**config.mk**
```make
export PLATFORM = sky130hd
export DESIGN_NAME = fetch_top
export DESIGN_NICKNAME = d
export VERILOG_FILES = /design/src/rtl/fetch_pkg.sv /design/src/rtl/fetch_if.sv /design/src/rtl/fetch_addr_gen.sv /design/src/rtl/fetch_top.sv /design/src/rtl/iprefetch.sv
export VERILOG_INCLUDE_DIRS = /design/src /design/src/rtl
export SDC_FILE = /design/constraint.sdc
export NUM_CORES = 1
export LEC_CHECK = 0
export BUFFER_PORTS_ARGS = -buffer_cell sky130_fd_sc_hd__buf_2
export CAP_MARGIN = 25
export CORE_MARGIN = 10
export CORE_UTILIZATION = 56
export DETAILED_ROUTE_END_ITERATION = 7
export GPL_TIMING_DRIVEN = 0
export PLACE_DENSITY = 0.81
export REMOVE_ABC_BUFFERS = 1
export SLEW_MARGIN = 20
export SYNTH_ARGS = -nofsm -noshare
export SYNTH_HDL_FRONTEND = slang
export SYNTH_HIERARCHICAL = 1
export SYNTH_SLANG_ARGS = --single-unit
```
**constraint.sdc**
```tcl
create_clock -name clk -period 4.4 [get_ports clk]
set_clock_uncertainty 0.15 [all_clocks]
set_input_delay 0.88 -clock clk [delete_from_list [all_inputs] [get_ports clk]]
set_output_delay 0.88 -clock clk [all_outputs]
set_load 0.01 [all_outputs]
```
**src/rtl/fetch_consts.svh**
```systemverilog
`ifndef FETCH_CONSTS_SVH
`define FETCH_CONSTS_SVH

// byte address width of the fetch path
`define FETCH_ADDR_W 32

// instruction memory word width
`define FETCH_DATA_W 32

// redirect tag width, wraps after eight jumps
`define FETCH_TAG_W 3

// first fetch address after reset
`define FETCH_RESET_PC 32'h0000_0000

`endif

```
**src/rtl/fetch_pkg.sv**
```systemverilog
package fetch_pkg;

`include "fetch_consts.svh"

    // byte address, halfword aligned for instructions
    typedef logic [`FETCH_ADDR_W-1:0] addr_t;

    // memory word, or one realigned instruction
    typedef logic [`FETCH_DATA_W-1:0] word_t;

    // one 16-bit instruction parcel, lower or upper half of a word
    typedef logic [15:0] half_t;

    // redirect tag, bumped on every jump
    typedef logic [`FETCH_TAG_W-1:0] tag_t;

endpackage

```
**src/rtl/fetch_if.sv**
```systemverilog
interface fetch_if;

    fetch_pkg::word_t word;      // memory word, one cycle after its request
    fetch_pkg::addr_t word_pc;   // address the word was requested with
    fetch_pkg::tag_t  word_tag;  // redirect tag live at request time
    logic             enable;    // front-end run level, low = stall
    logic             hazard;    // consumer cannot take an instruction

    // the address generator owns every signal
    modport gen (
        output word,
        output word_pc,
        output word_tag,
        output enable,
        output hazard
    );

    // the prefetcher only listens
    modport pf (
        input  word,
        input  word_pc,
        input  word_tag,
        input  enable,
        input  hazard
    );

endinterface

```
**src/rtl/fetch_addr_gen.sv**
```systemverilog
`include "fetch_consts.svh"

module fetch_addr_gen (
    input  logic             clk,
    input  logic             reset_n,
    input  logic             enable_i,       // run level, low = stall
    input  logic             hazard_i,       // consumer back-pressure
    input  logic             jump_i,         // one-cycle redirect pulse
    input  fetch_pkg::addr_t jump_target_i,  // halfword aligned target
    input  logic             prefetched_i,   // next instruction already buffered
    output fetch_pkg::addr_t mem_addr_o,     // word address to memory
    input  fetch_pkg::word_t mem_data_i,     // word requested last cycle
    output logic             valid_o,        // instruction on the outputs is real
    fetch_if.gen             fi
);

    fetch_pkg::addr_t fetch_addr_r;  // next request, keeps bit 1 of a jump target
    fetch_pkg::tag_t  tag_r;         // live redirect tag
    fetch_pkg::addr_t word_pc_r;     // address of the word now arriving
    fetch_pkg::tag_t  word_tag_r;    // tag of the word now arriving

    logic             hold;          // stall or hazard, nothing moves
    logic             current;       // arriving word belongs to the live tag
    logic             split;         // 32-bit entry instruction needs the next word
    logic             advance;       // step the fetch address this cycle
    fetch_pkg::addr_t next_addr;     // following word boundary
    fetch_pkg::addr_t req_addr;      // address presented to memory

    assign hold    = !enable_i || hazard_i;
    assign current = (word_tag_r == tag_r);  // words requested before a jump are stale

    // only the entry word of a redirect can have bit 1 set in its address
    assign split = word_pc_r[1] && (mem_data_i[17:16] == 2'b11);

    // a buffered upper-half instruction leaves the arriving word for next cycle
    assign advance = !hold && !(prefetched_i && current);

    assign next_addr = {fetch_addr_r[`FETCH_ADDR_W-1:2], 2'b00} + fetch_pkg::addr_t'(4);

    // while held, ask again for the word in flight so it shows up unchanged
    assign req_addr   = hold ? word_pc_r : fetch_addr_r;
    assign mem_addr_o = {req_addr[`FETCH_ADDR_W-1:2], 2'b00};

    always_ff @(posedge clk or negedge reset_n) begin
        if (!reset_n) begin
            fetch_addr_r <= `FETCH_RESET_PC;
            tag_r        <= '0;
            word_pc_r    <= `FETCH_RESET_PC;
            word_tag_r   <= '1;                   // differs from tag_r, first word is dropped
        end else if (enable_i) begin
            if (!hazard_i) begin
                word_pc_r  <= fetch_addr_r;       // travels with the word requested now
                word_tag_r <= tag_r;
            end
            if (jump_i) begin
                fetch_addr_r <= jump_target_i;    // redirect wins over any hold
                tag_r        <= tag_r + 1'b1;     // marks everything in flight stale
            end else if (advance) begin
                fetch_addr_r <= next_addr;
            end
        end
    end

    // valid is lost after reset and after a jump until a current word arrives
    assign valid_o = !hold && current && !split;

    assign fi.word     = mem_data_i;  // memory answers in one cycle
    assign fi.word_pc  = word_pc_r;
    assign fi.word_tag = word_tag_r;
    assign fi.enable   = enable_i;
    assign fi.hazard   = hazard_i;

endmodule

```
**src/rtl/fetch_top.sv**
```systemverilog
module fetch_top (
    input  logic             clk,
    input  logic             reset_n,
    input  logic             enable_i,       // front-end run level
    input  logic             hazard_i,       // consumer back-pressure
    input  logic             jump_i,         // redirect pulse
    input  fetch_pkg::addr_t jump_target_i,  // redirect target
    output fetch_pkg::addr_t mem_addr_o,     // instruction memory address
    input  fetch_pkg::word_t mem_data_i,     // instruction memory data, one cycle later
    output logic             valid_o,        // delivered instruction strobe
    output logic             prefetched_o,   // delivered from the word buffer
    output logic             compressed_o,   // 16-bit instruction
    output fetch_pkg::addr_t pc_o,           // instruction pc
    output fetch_pkg::word_t instruction_o   // realigned instruction
);

    fetch_if fi ();  // generator to prefetcher

    fetch_addr_gen u_gen (
        .clk           (clk),
        .reset_n       (reset_n),
        .enable_i      (enable_i),
        .hazard_i      (hazard_i),
        .jump_i        (jump_i),
        .jump_target_i (jump_target_i),
        .prefetched_i  (prefetched_o),  // buffered instruction holds the fetch address
        .mem_addr_o    (mem_addr_o),
        .mem_data_i    (mem_data_i),
        .valid_o       (valid_o),
        .fi            (fi.gen)
    );

    iprefetch u_pf (
        .clk           (clk),
        .reset_n       (reset_n),
        .fi            (fi.pf),
        .prefetched_o  (prefetched_o),
        .compressed_o  (compressed_o),
        .pc_o          (pc_o),
        .instruction_o (instruction_o)
    );

endmodule

```
**src/rtl/iprefetch.sv**
```systemverilog
module iprefetch (
    input  logic             clk,
    input  logic             reset_n,
    fetch_if.pf              fi,
    output logic             prefetched_o,   // upper-half compressed, next one is buffered
    output logic             compressed_o,   // instruction_o is a 16-bit one
    output fetch_pkg::addr_t pc_o,           // pc of instruction_o
    output fetch_pkg::word_t instruction_o   // realigned instruction
);

    fetch_pkg::tag_t  tag_r;        // tag of the last word taken
    fetch_pkg::addr_t pc_r;         // pc of the next instruction
    fetch_pkg::word_t buf_r;        // previous word, source of spliced halves
    logic             pf_r;         // current pc sits in buf_r, not in fi.word
    logic             live_r;       // a word has been taken since reset

    logic             step;         // take the instruction, move on
    logic             new_tag;      // first word after a redirect
    fetch_pkg::addr_t pc;
    logic             misaligned;   // pc in the upper half of its word
    logic             entry;        // redirect landed in an upper half
    logic             use_buf;      // instruction comes whole from buf_r
    fetch_pkg::half_t lo_half;      // first parcel of the instruction
    fetch_pkg::half_t hi_half;      // second parcel, only for 32-bit
    fetch_pkg::word_t instruction;
    logic             compressed;
    logic             split;        // 32-bit entry instruction waits for the next word
    fetch_pkg::addr_t pc_add;

    assign step    = fi.enable && !fi.hazard;  // same condition as the generator
    assign new_tag = (fi.word_tag != tag_r);

    // after a redirect the pc restarts from the address that came with the word
    assign pc         = new_tag ? fi.word_pc : pc_r;
    assign misaligned = pc[1];
    assign entry      = new_tag && misaligned;
    assign use_buf    = pf_r && !new_tag;

    // parcel selection
    // in steady misaligned mode the arriving word is one ahead of the pc
    always_comb begin
        if (entry) begin
            lo_half = fi.word[31:16];  // arriving word still holds the pc
            hi_half = '0;              // second parcel not fetched yet
        end else if (misaligned) begin
            lo_half = buf_r[31:16];    // splice: upper half of the previous word
            hi_half = fi.word[15:0];   // and lower half of the new one
        end else if (use_buf) begin
            lo_half = buf_r[15:0];     // word already consumed from memory
            hi_half = buf_r[31:16];
        end else begin
            lo_half = fi.word[15:0];   // plain aligned fetch
            hi_half = fi.word[31:16];
        end
    end

    assign compressed = (lo_half[1:0] != 2'b11);  // RV32C: 2'b11 means 32-bit
    assign split      = entry && !compressed;

    // upper parcel cleared for 16-bit instructions
    assign instruction = compressed ? {fetch_pkg::half_t'('0), lo_half} : {hi_half, lo_half};

    assign pc_add = compressed ? fetch_pkg::addr_t'(2) : fetch_pkg::addr_t'(4);

    // compressed in the upper half while the next word is arriving
    // the next instruction is then the arriving word, so the generator waits
    assign prefetched_o  = misaligned && compressed && !new_tag;
    assign compressed_o  = compressed && live_r;
    assign pc_o          = pc;
    assign instruction_o = instruction;

    always_ff @(posedge clk or negedge reset_n) begin
        if (!reset_n) begin
            tag_r  <= '0;
            pc_r   <= '0;
            pf_r   <= 1'b0;
            live_r <= 1'b0;
        end else if (step) begin
            tag_r  <= fi.word_tag;
            pc_r   <= split ? pc : pc + pc_add;  // split keeps the pc for one more cycle
            pf_r   <= prefetched_o;
            live_r <= 1'b1;
        end
    end

    // hazard freezes the buffer, and so does a cycle that reads from it
    always_ff @(posedge clk) begin
        if (step && !use_buf) begin
            buf_r <= fi.word;
        end
    end

endmodule
```
After elaboration in Yosys (flattened, before gate mapping) --
Cells that the tools add are included.
Operators by class: multiply operators 0, $add $sub $neg 3, bitwise logic cells 1, div/mod/pow operators 0, muxes and demuxes 13, eq/ne operators 4, magnitude comparators 0, shift operators 0, reduce and logical (&&, ||, !) cells 26
Operators by type and width (count):
- $mux W32 | 6
- $mux W16 | 6
- $add A32 B3 Y32 const B | 1
- $add A32 B32 Y32 | 1
- $logic_and A1 B1 Y1 | 13
- $logic_not A1 Y1 | 8
- $reduce_and A2 Y1 | 3
- $add A3 B1 Y3 const B | 1
- $eq A3 B3 Y1 | 1
- $mux W3 | 1
- $ne A3 B3 Y1 | 1
- $eq A2 B2 Y1 const B | 1
- $ne A2 B2 Y1 const B | 1
- $reduce_bool A2 Y1 | 1
- $logic_or A1 B1 Y1 | 1
- $not A1 Y1 | 1
Word-level totals: bits in writable memories 0, logic and storage cells 56, bits in registers 139, memories 0, bits in latches 0, output and inout port bits 99, memory bits (read-only) 0, input port bits 69

Longest topological paths before layout --
depth after elaboration 14, mapped depth 16, gate-level depth less buffers 13

Cells and area by module --
Netlist, hierarchy kept.
By module, submodules not included:
- iprefetch | area an instance 4749.6 um2, cells each 551, times used 1, seq. area each 1886.8 um2
- fetch_addr_gen | area an instance 3758.6 um2, cells each 385, times used 1, seq. area each 1755.4 um2

Worst setup path before layout --
OpenSTA, ideal clock, no wires.
kind register to register, start reg u_gen.word_tag_r[0], in the netlist u_gen/fi.word_tag[0], end reg u_pf.pc_r[31], buffers on the path 4, data arrival time 3641 ps, required time 4158 ps, period minus slack after synthesis 3883 ps, cell stages (with the launch flop) 17, path slack 517 ps, setup time 92 ps, cell sequence dfstp_2 xnor2_1 nand3_2 buf_4 buf_4 a31oi_1 nand2_1 buf_2 ha_1 fa_1 nand2_1 nor3_1 mux2i_2 nor4_4 buf_6 and4_1 o31ai_2
Between the ends: cells in the longest elaborated chain, start to end 10, elaborated cells between the ends (all ways) 14, those cells by class add/sub (1); eq/ne (2); mux (6); reduce/logical (5)
Ends and longest elaborated chain:
- start: declaration | line fetch_addr_gen.sv:20 | fetch_pkg::tag_t word_tag_r;
- start signal: assignment | line fetch_addr_gen.sv:53 | word_tag_r <= tag_r;
- $ne A3 B3 Y1 * | line iprefetch.sv:31 | assign new_tag = (fi.word_tag != tag_r);
- $logic_not A1 Y1 | line iprefetch.sv:37 | assign use_buf = pf_r && !new_tag;
- $logic_and A1 B1 Y1 | line iprefetch.sv:37
- $mux W16 | line iprefetch.sv:48 | end else if (use_buf) begin
- $mux W16 | line iprefetch.sv:45 | end else if (misaligned) begin
- $mux W16 | line iprefetch.sv:42 | if (entry) begin
- $ne A2 B2 Y1 | line iprefetch.sv:57 | assign compressed = (lo_half[1:0] != 2'b11);
- $mux W3 / $logic_not A1 Y1 (equally long branches) | line iprefetch.sv:63, iprefetch.sv:58
- $add A32 B32 Y32 / $logic_and A1 B1 Y1 (equally long branches) | line iprefetch.sv:80, iprefetch.sv:58
- $mux W32 * | line iprefetch.sv:80 | pc_r <= split ? pc : pc + pc_add;
- end signal: assignment | line iprefetch.sv:80
- end: declaration | line iprefetch.sv:12 | fetch_pkg::addr_t pc_r;
Every way passes the cells marked *; elsewhere a longest branch is shown, timed or not. A chain may end at the register's enable or synchronous reset.

Worst setup path in the final report --
start reg u_gen.word_tag_r[0], in the netlist u_gen/fi.word_tag[0], end reg u_gen.fetch_addr_r[8]
Between the ends: cells in the longest elaborated chain, start to end 14, elaborated cells between the ends (all ways) 17, those cells by class eq/ne (3); mux (4); reduce/logical (10)
Ends and longest elaborated chain:
- $ne A3 B3 Y1 | line iprefetch.sv:31
- $logic_not A1 Y1 | line iprefetch.sv:37, iprefetch.sv:67
- $logic_and A1 B1 Y1 | line iprefetch.sv:37
- $mux W16 | line iprefetch.sv:48
- $mux W16 | line iprefetch.sv:45
- $mux W16 | line iprefetch.sv:42
- $ne A2 B2 Y1 | line iprefetch.sv:57
- $logic_and A1 B1 Y1 (2 in series) | line iprefetch.sv:67 | assign prefetched_o = misaligned && compressed && !new_tag;
- $logic_and A1 B1 Y1 * | line fetch_addr_gen.sv:36 | assign advance = !hold && !(prefetched_i && current);
- $logic_not A1 Y1 * | line fetch_addr_gen.sv:36
- $logic_and A1 B1 Y1 * | line fetch_addr_gen.sv:36
- $reduce_bool A2 Y1 (no line) *
- $reduce_and A2 Y1 (no line) *
- end signal: assignment | line fetch_addr_gen.sv:46 | fetch_addr_r <= `FETCH_RESET_PC;
- end signal: assignment | line fetch_addr_gen.sv:56 | fetch_addr_r <= jump_target_i;
- end signal: assignment | line fetch_addr_gen.sv:59 | fetch_addr_r <= next_addr;
- end: declaration | line fetch_addr_gen.sv:17 | fetch_pkg::addr_t fetch_addr_r;
Marks and branches as above.

==> summary.txt <==
Clock tree
  • Clk slew on worst S/H paths: 0.06 ns
  • Hold_buf cts: 0
  • Total CTS buffers: 17
  • H-tree lvl count: 4
  • Root Driver: clkbuf_16
  • CTS Buffer Depth: 2
  • CTS sink count: 139
  • CTS tree: built
  • Worst skew pair latency: 0.42 ns

Worst setup path
  • Max incr delay on CP: 0.79 ns
  • Crit. End Element: register
  • Critical path required time: 4.56 ns
  • Slowest cell on crit path: and2_1
  • Crit path cell chain: xnor2_4, a31oi_4, nor2_2, inv_4, ha_1, and2_1, a41o_1, and2_1, nor2_1, o22a_1
  • CP Launch Type: register
  • CP dominant cell by count: and2_1
  • CP Data Arrival Time: 4.33 ns
  • Critical path class: reg2reg
  • Crit-path max FO: 30

GRT
  • Initial antenna violation count: 0
  • GRT Util Overall: 23.6%
  • First-pass GRT wire length: 39000 µm
  • Largest net degree at the start of global routing: 73
  • Vias in the first global route: 7431
  • Total gr overflow: 0

Route
  • Wire per inst: 20.2 µm
  • Via count: 7805
  • # DRC: 0
  • Final Routed Wirelength: 25000 µm
  • Initial DRC Count: 930
  • 1st-pass router iterations: 7
  • Vias per inst: 6.30
  • Post-route ant nets: 0

Cells and area
  • Sequential cell area: 3640 µm²
  • Layout fillers: 1151
  • Layout cells sized above 1: 28.4%
  • Final nets: 1115
  • Post-route cell area: 10000 µm²
  • Area Growth Syn to Fin: 17.6%
  • ANT cells: 0
  • Post-route insts no fill: 1238
  • Area of the multi-input gates: 4400 µm²

Power and ir drop
  • Leak: 0.00437 µW
  • Peak supply drop: 0.379 mV
  • PwrDens: 695 nW/µm²
  • Pwr Total: 6950 µW

STA
  • Actual slew at the worst max-slew pin: 1.09 ns
  • Final period util: 94.9%
  • Setup TNS: 0 ns
  • Slew Limit Headroom: 26.4%
  • Count of final setup violators: 0
  • Fmax: 0.239 GHz
  • Hold_ws: 0.208 ns
  • Max-slew violations: 0
  • Unrepaired setup endpoints after global routing: false
  • Min Tclk post-route: 4.18 ns
  • Final count of hold timing violations: 0

Placement
  • Port Buf Inserts: 165
  • Routability congestion estimate: 0.870
  • DPL Wire Length: 17000 µm
  • Placed Instances: 1202
  • Dpl cell area: 9260 µm²

Outcome
  • Outcome: completed

Floorplanning
  • Die width: 143 µm
  • Die footprint: 20500 µm²
  • IO Pins: 168
  • Starting density of the core: 57.9%
  • Core Box Area: 14700 µm²
  • Die height: 143 µm
  • Cell row count: 44

Synth
  • Synth top area share: 30.6%
  • Synthesized cell area: 8510 µm²
  • Dominant cell by count in the synthesized netlist: nand2_1
  • Commonest register cell after synthesis: dfrtp_1
  • Yosys synthesis warning count: 6
  • Sequential area share after synthesis: 42.8%
  • FF+latch count, synth: 139
  • Cell variety after synth: 70
  • Yosys top cell by area: dfrtp_1
  • Synth area leaders: dfrtp_1 31%, edfxtp_1 11%, nand2_1 7.2%, mux2_2 5.3%, a21oi_1 3.8%
  • Post-synth EDFFs: 32
  • Synth cell count leaders: 164 x nand2_1, 104 x dfrtp_1, 64 x a21oi_1, 59 x o21ai_0
  • Average size of a mapped cell: 9.09 µm²
  • Syn Inst Count: 936
  • Async S/R FF share, synth: 77.0%

Worst hold path
  • HP Class: in2async

Job
  • Max_cap viols: 0
-- stage by stage --
step,utilization [%],setup WS [ns]
2_1_floorplan,-,-0.0536
3_3_place_gp,61.4,-1.52
3_5_place_dp,63.0,-0.853
4_1_cts,67.7,0.0339
5_1_grt,68.1,0.0426
6_report,68.1,0.222
-- final cells by class --
type	count	area share, %
Clock inverter	14	1.96
Inverter	18	0.700
Tap cell	184	2.30
Sequential cell	139	36.4
Clock buffer	18	4.29
Timing Repair Buffer	177	10.4
Multi-Input combinational cell	688	44.0
-- metal layers --
layer / vias up / track usage [%] / part of all wire [%]
li1: 3580 / - / -
met1: 3735 / 31.3 / 41
met2: 430 / 37.2 / 47
met3: 60 / 5.07 / 9.0
met4: 0 / 9.08 / 2.5
met5: - / 0 / 0
-- cell families after synthesis --
family	synth area share, %
AOI/OAI and AO/OA	16.5
adders and majority gates	0.824
and+or+nand+nor	20.3
xor gates and xnor gates	3.13
DFF	42.8
muxes	9.29
buffers and inverters	7.12
other	0.0441
-- what timing repair did --
action | in CTS | in global routing
resized for setup | 9 | 7
gates cloned | 1 | 1
pin swaps | 2 | 1
buffers inserted | 2 | 0
setup endpoints to repair | 69 | 32
endpoints found under the hold margin | 0 | 0
-- final timing paths --
check                                      from               endpoint  slack, ns  depth (start not counted)
max                        u_gen/fi.word_tag[0]  u_gen/fetch_addr_r[8]       0.22                         10
min                                     reset_n          u_pf/pc_r[30]       0.21                          1
max reg2reg                u_gen/fi.word_tag[0]  u_gen/fetch_addr_r[8]       0.22                         10
min reg2reg                         u_pf/live_r            u_pf/live_r       0.33                          1
max in group asynchronous               reset_n   u_gen/fi.word_tag[2]       3.18                          2
min in group clk                    u_pf/live_r            u_pf/live_r       0.33                          1
-- registers in the layout (all words and copies together) (netlist names) --
register            cells
u_gen/fetch_addr_r     32
u_gen/fi.word_pc       32
u_gen/fi.word_tag       3
u_gen/tag_r             3
u_pf/buf_r             32
u_pf/live_r             1
u_pf/pc_r              32
u_pf/pf_r               1
u_pf/tag_r              3
-- placed cells by master, fill, tap and decap left out, types with 4 or more instances in the layout --
cell type     n
clkinvlp_4    6
nor2_1       54
and4_1       15
nand4_1      17
o31ai_1       7
a22oi_1      19
a211oi_1      7
clkbuf_16    17
inv_1        17
buf_16        4
nor4_1        6
ha_1          4
a311oi_1      6
nor3_1       12
mux2i_1      26
and3_1        9
buf_8         4
bufinv_16     4
and2_1        4
nand2_1     163
buf_2       164
o31ai_2       6
dfrtp_1     103
o22ai_1       4
o21ai_0      59
nand3_1      54
a31o_2        7
o21ai_1      10
a31oi_1      12
xnor2_1      20
edfxtp_1     32
a21oi_1      62
mux2_2       40
-- report_power, final --
part	switching, µW	internal [µW]
logic	2050	1270
registers	432	1670
clock network	575	949
-- critical path: cells and delay by family (launching register included) --
kind | cells | cell delay, ns
compound gates | 3 | 1.10
xor+xnor | 1 | 0.16
fa+ha+maj | 1 | 0.29
buf+inv | 1 | 0.30
flops | 1 | 0.62
simple gates | 4 | 1.43
Note: power is estimated with default switching activity, not from simulation.
